`src/logic/nvicPkg.sv`:
```
// Interrupt controller package
// Types for the source vector, the raw request lines and the encoded
// interrupt number, plus the bit position of every source
package nvicPkg;

	// ------------------------------
	// Widths
	// ------------------------------
	localparam int NUM_SRC = 11;        // Source vector incl. reserved bit
	localparam int NUM_RAW = 10;        // Physical request lines

	typedef logic [3:0]         IntCode; // 0 = none, 1..11 = source index+1
	typedef logic [NUM_SRC-1:0] IntVec;  // One bit per source
	typedef logic [NUM_RAW-1:0] RawReq;  // Source order, reserved bit removed

	// ------------------------------
	// Source positions in IntVec
	// ------------------------------
	// Higher index wins in the encoder
	localparam int SRC_EXL  = 0;        // Low ext pin, lowest priority
	localparam int SRC_RSVD = 1;        // Never set by hardware
	localparam int SRC_I2C  = 2;
	localparam int SRC_UTX  = 3;        // UART TX byte
	localparam int SRC_TM3  = 4;        // Timer 3 overflow
	localparam int SRC_TM2  = 5;
	localparam int SRC_TM1  = 6;
	localparam int SRC_TM0  = 7;
	localparam int SRC_URX  = 8;        // UART RX byte
	localparam int SRC_EXH  = 9;        // High ext pin
	localparam int SRC_OVF  = 10;       // Overflow, highest priority

endpackage

```
`src/logic/wbPkg.sv`:
```
// Wishbone side package
// Bus word and address types and the register map of the
// interrupt controller
package wbPkg;

	// ------------------------------
	// Bus types
	// ------------------------------
	typedef logic [1:0]  WbAddr;        // Register word address
	typedef logic [15:0] WbData;        // Bus data word

	// ------------------------------
	// Register map
	// ------------------------------
	localparam WbAddr ADDR_ENABLE = 2'd0;  // Enable mask
	localparam WbAddr ADDR_FLAG   = 2'd1;  // Sticky flags
	// Addresses 2 and 3 read as zero

	// Vector bit 0 sits at this data bit
	localparam int VEC_LSB = 1;

endpackage

```
`src/logic/intEdgeDetect.sv`:
```
// Request line edge detector
// Brings the raw peripheral request levels into the clock domain
// through a flop chain and emits a one-cycle pulse per rising edge
`timescale 1ns/1ps

module intEdgeDetect import nvicPkg::*; #(
	parameter int SYNC_STAGES = 2      // Legal range 2 to 4
) (
	input  logic  i_clk,
	input  logic  i_rst,
	input  RawReq i_raw,               // Asynchronous levels
	output RawReq o_pulse              // One cycle per rising edge
);

	// ------------------------------
	// Synchronizer chain
	// ------------------------------
	RawReq syncQ [SYNC_STAGES];        // Stage 0 sees the raw lines
	RawReq delayQ;                     // Last stage one cycle late
	RawReq pulseQ;

	always_ff @(posedge i_clk) begin
		if (i_rst) begin
			for (int i = 0; i < SYNC_STAGES; i++) begin
				syncQ[i] <= '0;
			end
			delayQ <= '0;
			pulseQ <= '0;
		end else begin
			syncQ[0] <= i_raw;
			for (int i = 1; i < SYNC_STAGES; i++) begin
				syncQ[i] <= syncQ[i-1];
			end
			delayQ <= syncQ[SYNC_STAGES-1];
			// High now and low a cycle ago
			pulseQ <= syncQ[SYNC_STAGES-1] & ~delayQ;
		end
	end

	assign o_pulse = pulseQ;           // Registered, clean after reset

	// ------------------------------
	// Checks
	// ------------------------------
	// A level held high must not retrigger
	pulseSingleCycle: assert property (
		@(posedge i_clk) disable iff (i_rst)
		(o_pulse & $past(o_pulse)) == '0
	) else $error("edge detector pulse longer than one cycle");

endmodule

```
`src/logic/nvic.sv`:
```
// Prioritized interrupt controller core
// Holds the enable mask and the sticky flag register, merges edge
// pulses with bus writes, serves register reads and drives the
// encoded interrupt request to the CPU
`timescale 1ns/1ps

module nvic import nvicPkg::*, wbPkg::*; (
	input  logic   i_clk,
	input  logic   i_rst,

	// Register access from the bus slave
	input  WbAddr  i_regAddr,
	input  WbData  i_regWrData,
	input  logic   i_regWr,           // One cycle per bus write
	output WbData  o_regRdData,       // Comb for the current address

	// Edge pulses from the synchronizer
	input  RawReq  i_pulse,

	// Request to the CPU
	output IntCode o_intCode,
	output logic   o_intEn
);

	// ------------------------------
	// Internal signals
	// ------------------------------
	IntVec enableQ;                    // Enable mask
	IntVec flagQ;                      // Sticky flags
	IntVec pulseVec;                   // Pulses in source order
	IntVec wrVec;                      // Write data aligned to the vector
	IntVec pending;                    // Flags passed by the mask
	logic  enableWr;
	logic  flagWr;

	// Address decode
	assign enableWr = i_regWr & (i_regAddr == ADDR_ENABLE);
	assign flagWr   = i_regWr & (i_regAddr == ADDR_FLAG);

	// Data bits 11:1 carry vector bits 10:0
	assign wrVec = i_regWrData[VEC_LSB +: NUM_SRC];

	// ------------------------------
	// Pulse expansion
	// ------------------------------
	// Raw lines skip the reserved slot
	always_comb begin
		pulseVec = '0;                     // Reserved bit stays low
		pulseVec[SRC_EXL] = i_pulse[0];
		pulseVec[SRC_I2C] = i_pulse[1];
		pulseVec[SRC_UTX] = i_pulse[2];
		pulseVec[SRC_TM3] = i_pulse[3];
		pulseVec[SRC_TM2] = i_pulse[4];
		pulseVec[SRC_TM1] = i_pulse[5];
		pulseVec[SRC_TM0] = i_pulse[6];
		pulseVec[SRC_URX] = i_pulse[7];
		pulseVec[SRC_EXH] = i_pulse[8];
		pulseVec[SRC_OVF] = i_pulse[9];
	end

	// ------------------------------
	// Registers
	// ------------------------------
	always_ff @(posedge i_clk) begin
		if (i_rst) begin
			enableQ <= '0;
		end else if (enableWr) begin
			enableQ <= wrVec;
		end
	end

	// Write replaces everything and drops a same-cycle pulse
	always_ff @(posedge i_clk) begin
		if (i_rst) begin
			flagQ <= '0;
		end else if (flagWr) begin
			flagQ <= wrVec;                // Only way to clear flags
		end else begin
			flagQ <= flagQ | pulseVec;     // Sticky set
		end
	end

	// ------------------------------
	// Read mux
	// ------------------------------
	always_comb begin
		case (i_regAddr)
			ADDR_ENABLE: o_regRdData = WbData'(enableQ) << VEC_LSB;
			ADDR_FLAG:   o_regRdData = WbData'(flagQ) << VEC_LSB;
			default:     o_regRdData = '0;  // Unused words
		endcase
	end

	// ------------------------------
	// Priority encoder
	// ------------------------------
	assign pending = enableQ & flagQ;

	nvicEncoder i_nvicEncoder (
		.i_pending (pending),
		.o_code    (o_intCode),
		.o_valid   (o_intEn)              // Code 0 means no request
	);

	// ------------------------------
	// Checks
	// ------------------------------
	// Pulses never reach the reserved source
	rsvdOnlyByWrite: assert property (
		@(posedge i_clk) disable iff (i_rst)
		$rose(flagQ[SRC_RSVD]) |-> $past(flagWr)
	) else $error("reserved flag set without a bus write");

endmodule

```
`src/logic/nvicEncoder.sv`:
```
// Interrupt priority encoder
// Reports the highest set pending bit as index+1, or zero when
// nothing is pending. Purely combinational
`timescale 1ns/1ps

module nvicEncoder import nvicPkg::*; (
	input  IntVec  i_pending,          // Enabled and flagged sources
	output IntCode o_code,             // 0 = none
	output logic   o_valid             // Any source pending
);

	// ------------------------------
	// Encoder
	// ------------------------------
	// Ascending scan so the highest set bit is the last one written
	always_comb begin
		o_code = '0;
		for (int i = 0; i < NUM_SRC; i++) begin
			if (i_pending[i]) begin
				o_code = IntCode'(i + 1);
			end
		end
	end

	assign o_valid = |i_pending;       // Straight from the inputs

	// ------------------------------
	// Checks
	// ------------------------------
	// No clock in this block so these are immediate checks
	always_comb begin
		// Scan result and OR reduction must agree
		assert (o_valid == (o_code != '0))
		else $error("encoder valid %0b disagrees with code %0d", o_valid, o_code);
		// Code range is 0 to NUM_SRC
		assert (o_code <= IntCode'(NUM_SRC))
		else $error("encoder code %0d out of range", o_code);
	end

endmodule

```
`src/logic/nvicTop.sv`:
```
// Interrupt controller top level
// Bus slave, request line edge detector and controller core
// wired together. Ten raw peripheral lines in, encoded request out
`timescale 1ns/1ps

module nvicTop import nvicPkg::*, wbPkg::*; #(
	parameter int SYNC_STAGES = 2      // Synchronizer depth, 2 to 4
) (
	input  logic   i_clk,
	input  logic   i_rst,

	// Wishbone classic slave
	input  logic   i_wbCyc,
	input  logic   i_wbStb,
	input  logic   i_wbWe,
	input  WbAddr  i_wbAdr,
	input  WbData  i_wbDat,
	output WbData  o_wbDat,
	output logic   o_wbAck,

	// Raw peripheral request levels
	input  logic   i_intOVF,
	input  logic   i_intEXH,
	input  logic   i_intURX,
	input  logic   i_intTM0,
	input  logic   i_intTM1,
	input  logic   i_intTM2,
	input  logic   i_intTM3,
	input  logic   i_intUTX,
	input  logic   i_intI2C,
	input  logic   i_intEXL,

	// Request to the CPU
	output IntCode o_intCode,
	output logic   o_intEn
);

	// ------------------------------
	// Wires
	// ------------------------------
	RawReq rawReq;
	RawReq pulse;
	WbAddr regAddr;
	WbData regWrData;
	WbData regRdData;
	logic  regWr;

	// Lowest priority first, reserved slot left out
	assign rawReq = {i_intOVF, i_intEXH, i_intURX, i_intTM0, i_intTM1,
	                 i_intTM2, i_intTM3, i_intUTX, i_intI2C, i_intEXL};

	// ------------------------------
	// Instances
	// ------------------------------
	wbNvicSlave i_wbNvicSlave (
		.i_clk       (i_clk),
		.i_rst       (i_rst),
		.i_wbCyc     (i_wbCyc),
		.i_wbStb     (i_wbStb),
		.i_wbWe      (i_wbWe),
		.i_wbAdr     (i_wbAdr),
		.i_wbDat     (i_wbDat),
		.o_wbDat     (o_wbDat),
		.o_wbAck     (o_wbAck),
		.o_regAddr   (regAddr),
		.o_regWrData (regWrData),
		.o_regWr     (regWr),
		.i_regRdData (regRdData)
	);

	intEdgeDetect #(
		.SYNC_STAGES (SYNC_STAGES)
	) i_intEdgeDetect (
		.i_clk   (i_clk),
		.i_rst   (i_rst),
		.i_raw   (rawReq),
		.o_pulse (pulse)
	);

	nvic i_nvic (
		.i_clk       (i_clk),
		.i_rst       (i_rst),
		.i_regAddr   (regAddr),
		.i_regWrData (regWrData),
		.i_regWr     (regWr),
		.o_regRdData (regRdData),
		.i_pulse     (pulse),
		.o_intCode   (o_intCode),
		.o_intEn     (o_intEn)
	);

endmodule

```
`src/logic/wbNvicSlave.sv`:
```
// Wishbone classic slave for the interrupt controller
// Samples a request, answers with a one-cycle ack and turns the
// cycle into a register write strobe or a captured read
`timescale 1ns/1ps

module wbNvicSlave import wbPkg::*; (
	input  logic  i_clk,
	input  logic  i_rst,

	// Wishbone slave side
	input  logic  i_wbCyc,
	input  logic  i_wbStb,
	input  logic  i_wbWe,
	input  WbAddr i_wbAdr,
	input  WbData i_wbDat,
	output WbData o_wbDat,
	output logic  o_wbAck,

	// Register side
	output WbAddr o_regAddr,
	output WbData o_regWrData,
	output logic  o_regWr,
	input  WbData i_regRdData
);

	typedef enum logic {IDLE, ACK} SlaveState;

	SlaveState state;
	WbAddr     addrQ;                  // Latched request
	WbData     dataQ;
	logic      weQ;
	WbData     rdDataQ;
	logic      request;

	assign request = i_wbCyc & i_wbStb;

	// ------------------------------
	// FSM
	// ------------------------------
	always_ff @(posedge i_clk) begin
		if (i_rst) begin
			state <= IDLE;
			weQ   <= 1'b0;
		end else begin
			case (state)
				IDLE: if (request) begin
					state <= ACK;
					weQ   <= i_wbWe;
				end
				ACK:     state <= IDLE;     // Ack lasts one cycle
				default: state <= IDLE;
			endcase
		end
	end

	// Payload latches with the request
	always_ff @(posedge i_clk) begin
		if (state == IDLE && request) begin
			addrQ   <= i_wbAdr;
			dataQ   <= i_wbDat;
			rdDataQ <= i_regRdData;        // Read value for the ack cycle
		end
	end

	// Live address while idle so the read mux sees it before the edge
	assign o_regAddr   = (state == ACK) ? addrQ : i_wbAdr;
	assign o_regWrData = dataQ;
	assign o_regWr     = (state == ACK) & weQ;
	assign o_wbAck     = (state == ACK);
	assign o_wbDat     = rdDataQ;

	// ------------------------------
	// Checks
	// ------------------------------
	ackAfterRequest: assert property (
		@(posedge i_clk) disable iff (i_rst)
		o_wbAck |-> $past(i_wbCyc & i_wbStb)
	) else $error("ack without a preceding request");

	ackOneCycle: assert property (
		@(posedge i_clk) disable iff (i_rst)
		o_wbAck |=> !o_wbAck
	) else $error("ack held for two cycles");

endmodule

```
`config.mk`:
```
export PLATFORM = sky130hd
export DESIGN_NAME = nvicTop
export DESIGN_NICKNAME = d
export VERILOG_FILES = /design/src/logic/nvicPkg.sv /design/src/logic/wbPkg.sv /design/src/logic/intEdgeDetect.sv /design/src/logic/nvic.sv /design/src/logic/nvicEncoder.sv /design/src/logic/nvicTop.sv /design/src/logic/wbNvicSlave.sv
export SDC_FILE = /design/constraint.sdc
export NUM_CORES = 1
export LEC_CHECK = 0
export BUFFER_PORTS_ARGS = -buffer_cell sky130_fd_sc_hd__buf_4
export CAP_MARGIN = 20
export CELL_PAD_IN_SITES_DETAIL_PLACEMENT = 0
export CELL_PAD_IN_SITES_GLOBAL_PLACEMENT = 1
export CORE_UTILIZATION = 40
export CTS_BUF_LIST = sky130_fd_sc_hd__clkbuf_4 sky130_fd_sc_hd__clkbuf_8
export DETAILED_ROUTE_END_ITERATION = 8
export PLACE_DENSITY = 0.75
export SYNTH_ARGS = -nofsm -noshare
export SYNTH_HDL_FRONTEND = slang
export SYNTH_SLANG_ARGS = --single-unit
```
`constraint.sdc`:
```
create_clock -name i_clk -period 2.15 [get_ports i_clk]
set_input_delay 0.3225 -clock i_clk [delete_from_list [all_inputs] [get_ports i_clk]]
set_output_delay 0.3225 -clock i_clk [all_outputs]
set_load 0.02 [all_outputs]
```
== After elaboration in Yosys (flattened, before gate mapping) ==
Memory sizes are Yosys's and may differ from the RTL's.
Cells that the tools add are included.

* Bitwise operators: 11
* Muxes and demuxes: 21
* Reduce and logical (&&, ||, !) cells: 4
* Div/mod/pow operators: 0
* $add $sub $neg: 0
* Order comparisons: 0
* Equal/unequal tests: 1
* Shifts and indexed selects: 0
* $mul: 0

{| class="wikitable"
|+ Operators with widths
! cell !! number
|-
| 4-bit 2-to-1 mux || 10
|-
| 12-bit one-hot mux with 2 select lines || 1
|-
| 10-bit 2-to-1 mux || 2
|-
| 11-bit AND || 1
|-
| 11-bit 2-to-1 mux || 1
|-
| 11-bit bitwise OR || 1
|-
| 11-bit OR reduction || 1
|-
| 10-bit AND || 1
|-
| 10-bit NOT || 1
|-
| 1-bit 2-to-1 mux || 5
|-
| 1-bit AND || 4
|-
| 2-bit by 1-bit == test with 1-bit output, second input constant || 1
|-
| 2-bit zero test || 1
|-
| 2-bit 2-to-1 mux || 1
|-
| 1-bit bitwise OR || 2
|-
| 1-bit one-hot mux with 2 select lines || 1
|-
| 2-bit AND reduction || 1
|-
| 1-bit logical AND || 1
|-
| 1-bit NOT || 1
|}

* RAM bits: 20
* Latch bits: 0
* Output and inout bits: 22
* Bits in registers: 74
* Memories: 1
* Memory bits (read-only): 0
* Word-level logic and storage cells: 47
* Input bits: 33

{| class="wikitable"
|+ Memory list
! memory !! depth !! width !! read ports !! clocked after Yosys merged registers in !! write ports !! line !! RTL
|-
| i_intEdgeDetect.syncQ || 2 || 10 || 2 || 0 || 2 || intEdgeDetect.sv:18 || <nowiki>RawReq syncQ [SYNC_STAGES];</nowiki>
|}

== Depth between registers and ports, before layout ==
Gate-level depths: netlist of the first run.

* Word-level depth: 12
* Mapped depth: 5

== Cells and area by module ==
A second synthesis of the first run with hierarchy kept.

* Cells, all modules: 274
* Area, all modules: 3,530.9 µm²

{| class="wikitable"
|+ By module, submodules not included
! module !! area an instance (µm²) !! instances !! seq. area each (µm²) !! cells an instance
|-
| nvic || 1,204.9 || 1 || 440.4 || 126
|-
| wbNvicSlave || 1,128.6 || 1 || 1,061.0 || 44
|-
| intEdgeDetect || 1,094.8 || 1 || 800.8 || 84
|-
| nvicEncoder || 102.6 || 1 || 0.0 || 20
|}

== Worst setup path after synthesis of the first run ==
Ideal clock, no wire load.

* Kind: register to register
* From: register i_wbNvicSlave.state, in the netlist i_wbNvicSlave.o_wbAck
* To: register i_wbNvicSlave.weQ
* Stages on the path, launching flop included: 5
* Path buffers: 1
* Data arrival time: 1.956 ns
* Setup slack: 0.077 ns
* Cells stage by stage: dfxtp_1 buf_6 nor2_1 mux2i_1 nor2_1

* Longest elaborated chain between the ends: 2

{| class="wikitable"
|+ Ends and longest elaborated chain
! what !! line !! RTL
|-
| start: declaration || wbNvicSlave.sv:28 || <nowiki>SlaveState state;</nowiki>
|-
| start signal: assignment || wbNvicSlave.sv:42 || <nowiki>state <= IDLE;</nowiki>
|-
| start signal: assignment || wbNvicSlave.sv:47 || <nowiki>state <= ACK;</nowiki>
|-
| start signal: assignment || wbNvicSlave.sv:50 || <nowiki>ACK: state <= IDLE;</nowiki>
|-
| 1-bit NOT || -- ||
|-
| 2-bit AND reduction (no line) || -- ||
|-
| end signal: assignment || wbNvicSlave.sv:48 || <nowiki>weQ <= i_wbWe;</nowiki>
|-
| end: declaration || wbNvicSlave.sv:31 || <nowiki>logic weQ;</nowiki>
|}

No other way between the ends.
A chain may end at the register's enable or synchronous reset.

== Final worst setup path of the first run ==
* From: register i_nvic.flagQ[4]
* To: output port o_intCode[0]

* Longest elaborated chain between the ends: 8

{| class="wikitable"
|+ Ends and longest elaborated chain
! what !! line !! RTL
|-
| start: declaration || nvic.sv:29 || <nowiki>IntVec flagQ;</nowiki>
|-
| start signal: assignment || nvic.sv:77 || <nowiki>flagQ <= wrVec;</nowiki>
|-
| start signal: assignment || nvic.sv:79 || <nowiki>flagQ <= flagQ | pulseVec;</nowiki>
|-
| 11-bit AND || nvic.sv:97 || <nowiki>assign pending = enableQ & flagQ;</nowiki>
|-
| 4-bit 2-to-1 mux (7 in a row) || nvicEncoder.sv:19 || <nowiki>if (i_pending[i]) begin</nowiki>
|-
| end: declaration || nvicTop.sv:34 || <nowiki>output IntCode o_intCode,</nowiki>
|}

No other way between the ends.

==> results of run 1 <==
==> layer usage <==
metal | vias up | GRT usage
met5 | - | 0
met4 | 0 | 0.0806
met3 | 10 | 0.0326
met2 | 45 | 0.198
met1 | 826 | 0.160
li1 | 977 | -
==> worst paths after layout <==
path                                       end  slack (ns)  cells after the start
hold reg to reg     i_intEdgeDetect.o_pulse[4]        0.38                      1
setup / recovery                  o_intCode[0]        0.30                      5
setup reg to reg      i_wbNvicSlave.o_wbDat[7]        0.69                      3
hold / removal    i_wbNvicSlave.o_regWrData[9]        0.15                      1
==> cell type report <==
class | instances | area share
multi-input combinational | 161 | 0.250
clock inverter | 6 | 0.0300
clock buffer | 10 | 0.0362
timing repair buffer | 46 | 0.0952
inverter | 2 | 0.00207
sequential | 88 | 0.552
tap | 99 | 0.0341
==> cell usage after synthesis (4+ instances only) <==
cell	number
edfxtp_1	24
a211oi_1	10
a21oi_1	13
nor2b_1	40
a22o_1	13
nand3_1	4
nor2_1	26
nand2_1	34
dfxtp_1	64
buf_4	7
buf_2	7
==> sequential cells by signal, indices dropped and copies added (netlist names) <==
signal                     count
i_wbNvicSlave.o_wbAck          1
i_wbNvicSlave.o_regWrData     11
i_intEdgeDetect.delayQ        10
i_nvic.flagQ                  11
i_wbNvicSlave.o_wbDat         11
i_intEdgeDetect.syncQ         20
i_intEdgeDetect.o_pulse       10
i_wbNvicSlave.weQ              1
i_nvic.enableQ                11
i_wbNvicSlave.addrQ            2
==> report_power, final <==
part	internal [mW]	leakage (nW)	switching, mW
clock network	0.783	0.124	0.536
logic	0.0691	0.558	0.0730
registers	1.76	0.750	0.0249
==> placed cells by master (no fill, tap or decap), types with 2 or more instances in the layout <==
| cell type | instances |
|---|---|
| a21oi_1 | 13 |
| clkbuf_8 | 9 |
| nand2_1 | 34 |
| nor2_2 | 2 |
| nor2b_1 | 40 |
| dfxtp_1 | 64 |
| bufinv_16 | 3 |
| a22o_1 | 13 |
| conb_1 | 5 |
| buf_4 | 46 |
| a211oi_1 | 10 |
| mux2i_1 | 2 |
| inv_1 | 2 |
| nand3_1 | 4 |
| nor2_1 | 25 |
| a32oi_1 | 2 |
| o21ai_0 | 2 |
| edfxtp_1 | 24 |
| clkinv_2 | 2 |
==> kinds of logic after synthesis <==
logic type | after synthesis
compound gates | 45
buf+inv | 19
flops | 88
mux | 2
other cells | 1
simple gates | 109
==> results.sh, run 1 <==
export IMPL_p_per_area_nw_per_um2=894
export IMPL_yosys_mux_area_fraction=0.00664
export IMPL_cts_buffer_depth=2
export IMPL_gp_congestion=0.744
export IMPL_hold_viol_final=0
export IMPL_grt_usage=0.128
export IMPL_netlist_top_cells_area="dfxtp_1, edfxtp_1, nor2b_1"
export IMPL_setup_viol=0
export IMPL_routed_wl_mm=4.55
export IMPL_slew_headroom=0.651
export IMPL_total_power_mw=3.24
export IMPL_syn_inst=264
export IMPL_wl_met3_um=206
export IMPL_core_area_sq_um=7250
export IMPL_cp_slowest_cell="dfxtp_1"
export IMPL_n_antenna_cell=0
export IMPL_crit_chain="nand2_1, a32oi_1, o21ai_0, a32oi_1, buf_4"
export IMPL_drt_pass1_iterations=4
export IMPL_design_area_sq_um=3630
export IMPL_ys_seq_area_frac=0.664
export IMPL_worstSetupPathType="reg2out"
export IMPL_leakage_nw=1.43
export IMPL_timing_final_crit_period_ns=1.85
export IMPL_tritoncts="done"
export IMPL_portBuffers=44
export IMPL_clk_pin_slew_ns=0.08
export IMPL_postRouteAntennaNets=0
export IMPL_synth_fa_ha_area_frac=0
export IMPL_cts_max_level=3
export IMPL_async_flop_share=0
export IMPL_area_sequential_sq_um=2000
export IMPL_placedCellCount=396
export IMPL_area_delta_synth_final_pct=20.3
export IMPL_grt_pass1_vias=1598
export IMPL_final_setup_skew_ns=0.00557
export IMPL_ys_types=28
export IMPL_yosys_area_top_type="dfxtp_1"
export IMPL_highest_layer="met4"
export IMPL_numCtsBuffers=9
export IMPL_fin_crit_sh=0.861
export IMPL_nets=341
export IMPL_drc=0
export IMPL_worst_pin_slew_ns=0.524
export IMPL_num_vias=1858
export IMPL_post_drt_via_cell_ratio=4.51
export IMPL_worstPathMaxFanout=4
export IMPL_cts_sinks=88
export IMPL_worstReg2RegStart="i_wbNvicSlave.o_wbAck"
export IMPL_crit_path_start_kind="register"
export IMPL_routedWlPerCell_um=11.0
export IMPL_dpl_instance_area_sq_um=3390
export IMPL_num_rows=31
export IMPL_crit_top_cell="a32oi_1"
export IMPL_fin_setup_tns_ns=0
export IMPL_synth_top_cell_area_share=0.425
export IMPL_rsz0062_at_grt="no"
export IMPL_ioPinCount=55
export IMPL_cts_resized=0
export IMPL_place_ws_ns=0.667
export IMPL_drt_iter0_markers=139
export IMPL_ys_seq_elements=88
export IMPL_status="finished clean"
export IMPL_drive_gt1_frac=0.211
export IMPL_fmax_ghz=0.540
export IMPL_die_x_um=88.8
export IMPL_syn_area_sq_um=3010
export IMPL_initial_core_util=0.416
export IMPL_fin_ws_ns=0.298
export IMPL_cp_arrival_ns=1.53
export IMPL_die_h_um=88.8
export IMPL_worstSetupEndpointType="output port"
export IMPL_postCtsSetupBuffers=0
export IMPL_cts_root_buf="clkbuf_8"
export IMPL_wl_met1_mm=2.17
export IMPL_grt_pass1_wl_mm=7.38
export IMPL_hold_path_class="in2reg"
export IMPL_max_stage_delay_ns=0.37
export IMPL_hpwl_mm=3.02
export IMPL_final_util=0.500
export IMPL_min_from="i_wbDat[9]"
export IMPL_synth_simple_area_share=0.176
export IMPL_synth_avg_cell_area_sq_um=11.4
export IMPL_fill_cells=672
export IMPL_synth_top_family_by_area="simple AND/OR/NAND/NOR gates"
export IMPL_dieArea_sq_um=7890
export IMPL_slew_violations=0
export IMPL_cp_startpoint="i_nvic.flagQ[4]"
export IMPL_crit_required_ns=1.83
export IMPL_grt_max_degree=55
export IMPL_cts_hold_buf=0
export IMPL_instances_no_fill=412
export IMPL_holdWs_ns=0.153
export IMPL_synth_edff_count=24
export IMPL_gr_total_overflow=0
export IMPL_cp_top_family="compound AO/OA/AOI/OAI gates"
export IMPL_ir_drop_uv=358
export IMPL_multi_input_area_sq_um=908
export IMPL_synth_xor_area_frac=0
export IMPL_yosysWarnings=0
export IMPL_insertion_delay_ns=0.34
export IMPL_path_buf_inv=1
export IMPL_synth_compound_area_frac=0.111
export IMPL_grt_antenna_before_repair=0
export IMPL_synth_ff_type="dfxtp_1"
export IMPL_met2_length_mm=2.08
export IMPL_max_cap_violations=0
(Power assumes the default switching activity.)
==> run 2, diff against run 1 <==
Settings changed: ABC_CLOCK_PERIOD_IN_PS from default to 2200.
Clock period 2.15 ns to 2.2 ns, I/O delays scaled along.
==> results.sh, run 2 (synthesis results as in run 1) <==
export IMPL_gr_total_overflow=0
export IMPL_grt_usage=0.131
export IMPL_max_stage_delay_ns=0.38
export IMPL_drive_gt1_frac=0.202
export IMPL_cp_arrival_ns=1.60
export IMPL_insertion_delay_ns=0.34
export IMPL_grt_antenna_before_repair=0
export IMPL_grtUsageMet2=0.196
export IMPL_grt_pass1_vias=1583
export IMPL_max_cap_violations=0
export IMPL_die_h_um=88.8
export IMPL_grtUsageMet3=0.0485
export IMPL_fmax_ghz=0.518
export IMPL_layout_common_cells="dfxtp_1, buf_4, nor2b_1"
export IMPL_place_ws_ns=0.587
export IMPL_crit_required_ns=1.87
export IMPL_cts_sinks=88
export IMPL_crit_top_cell="a32oi_1"
export IMPL_cp_slowest_cell="dfxtp_1"
export IMPL_initial_core_util=0.416
export IMPL_ioPinCount=55
export IMPL_ir_drop_uv=362
export IMPL_grt_busiest_layer="met2"
export IMPL_core_area_sq_um=7250
export IMPL_post_drt_via_cell_ratio=4.44
export IMPL_area_sequential_sq_um=2000
export IMPL_worstSetupPathType="reg2out"
export IMPL_die_x_um=88.8
export IMPL_postRouteAntennaNets=0
export IMPL_final_common_cell="dfxtp_1"
export IMPL_slew_violations=0
export IMPL_top_register="i_intEdgeDetect.syncQ"
export IMPL_worst_pin_slew_ns=0.565
export IMPL_hpwl_mm=3.06
export IMPL_worstPathMaxFanout=4
export IMPL_worstSetupEndpointType="output port"
export IMPL_rsz0062_at_grt="no"
export IMPL_cts_max_level=3
export IMPL_crit_chain="nand2_1, a32oi_1, o21ai_0, a32oi_1, buf_4"
export IMPL_drt_pass1_iterations=4
export IMPL_met1_usage=0.169
export IMPL_design_area_sq_um=3540
export IMPL_cts_hold_buf=0
export IMPL_largest_reg_flops=20
export IMPL_gp_congestion=0.716
export IMPL_timing_final_crit_period_ns=1.93
export IMPL_postCtsSetupBuffers=0
export IMPL_grt_max_degree=55
export IMPL_setup_viol=0
export IMPL_num_rows=31
export IMPL_crit_path_start_kind="register"
export IMPL_area_delta_synth_final_pct=17.6
export IMPL_routedWlPerCell_um=11.3
export IMPL_cts_buffer_depth=2
export IMPL_n_antenna_cell=0
export IMPL_fill_cells=668
export IMPL_numCtsBuffers=9
export IMPL_multi_input_area_sq_um=908
export IMPL_leakage_nw=1.39
export IMPL_clk_pin_slew_ns=0.08
export IMPL_final_setup_skew_ns=0.00987
export IMPL_grt_pass1_wl_mm=7.50
export IMPL_portBuffers=44
export IMPL_drt_iter0_markers=90
export IMPL_hold_viol_final=0
export IMPL_dpl_instance_area_sq_um=3380
export IMPL_tritoncts="done"
export IMPL_nets=340
export IMPL_num_vias=1824
export IMPL_cts_root_buf="clkbuf_8"
export IMPL_drc=0
export IMPL_dieArea_sq_um=7890
export IMPL_cts_resized=0
export IMPL_fin_setup_tns_ns=0
export IMPL_p_per_area_nw_per_um2=795
export IMPL_routed_wl_mm=4.63
export IMPL_fin_crit_sh=0.878
export IMPL_hold_path_class="in2reg"
export IMPL_final_util=0.489
export IMPL_fin_ws_ns=0.268
export IMPL_status="finished clean"
export IMPL_slew_headroom=0.622
[run 2: changes by cell type in the layout (fill, tap and decap cells not counted)]
cell,previous run,this run
buf_4,46,45
clkinv_1,0,2
clkinv_4,1,0
bufinv_16,3,0
clkinvlp_4,0,1
clkbuf_4,1,2
[run 2: final timing paths]
check / from / endpoint / slack, ns / cells after the start
worst max register to register: i_wbNvicSlave.o_wbAck / i_nvic.flagQ[2] / 0.57 / 2
worst max-delay path: i_nvic.flagQ[4] / o_intCode[0] / 0.27 / 5
worst min-delay path: i_wbDat[8] / i_wbNvicSlave.o_regWrData[8] / 0.16 / 1
worst min register to register: i_intEdgeDetect.delayQ[7] / i_intEdgeDetect.o_pulse[7] / 0.38 / 1
[run 2: per-stage QoR]
stage | std cells | power [mW] | hold WS (ns)
after CTS | 411 | 2.85 | 0.139
after global routing | 411 | 2.96 | 0.123
after global placement | 395 | 1.92 | 0.372
final | 411 | 2.82 | 0.157
after floorplan | 268 | 1.86 | 0.367
after detailed placement | 395 | 1.92 | 0.371
[run 2: metal layers]
layer / routed length (um) / vias to the layer above
li1: - / 976
met1: 2300 / 804
met5: 0 / -
met4: 30 / 0
met2: 2080 / 40
met3: 215 / 4
[run 2: where the power goes]
group	internal [mW]	total [mW]	switching (mW)	leakage, nW
sequential	1.72	1.74	0.0242	0.750
clock	0.424	0.938	0.513	0.0850
combinational	0.0675	0.139	0.0719	0.554
[run 2: cell type report]
cell class,count,area share
clock buffers,11,0.0392
clock inverters,5,0.00706
inverters,2,0.00212
multi-input cells,161,0.256
flip-flops and latches,88,0.565
well taps,99,0.0350
repair buffers,45,0.0953
[run 2: critical path: cells and delay by family (launching register included)]
kind	cells	cell delay, ns
flops	1	0.38
compound gates	3	0.58
buf+inv	1	0.17
simple gates	1	0.13
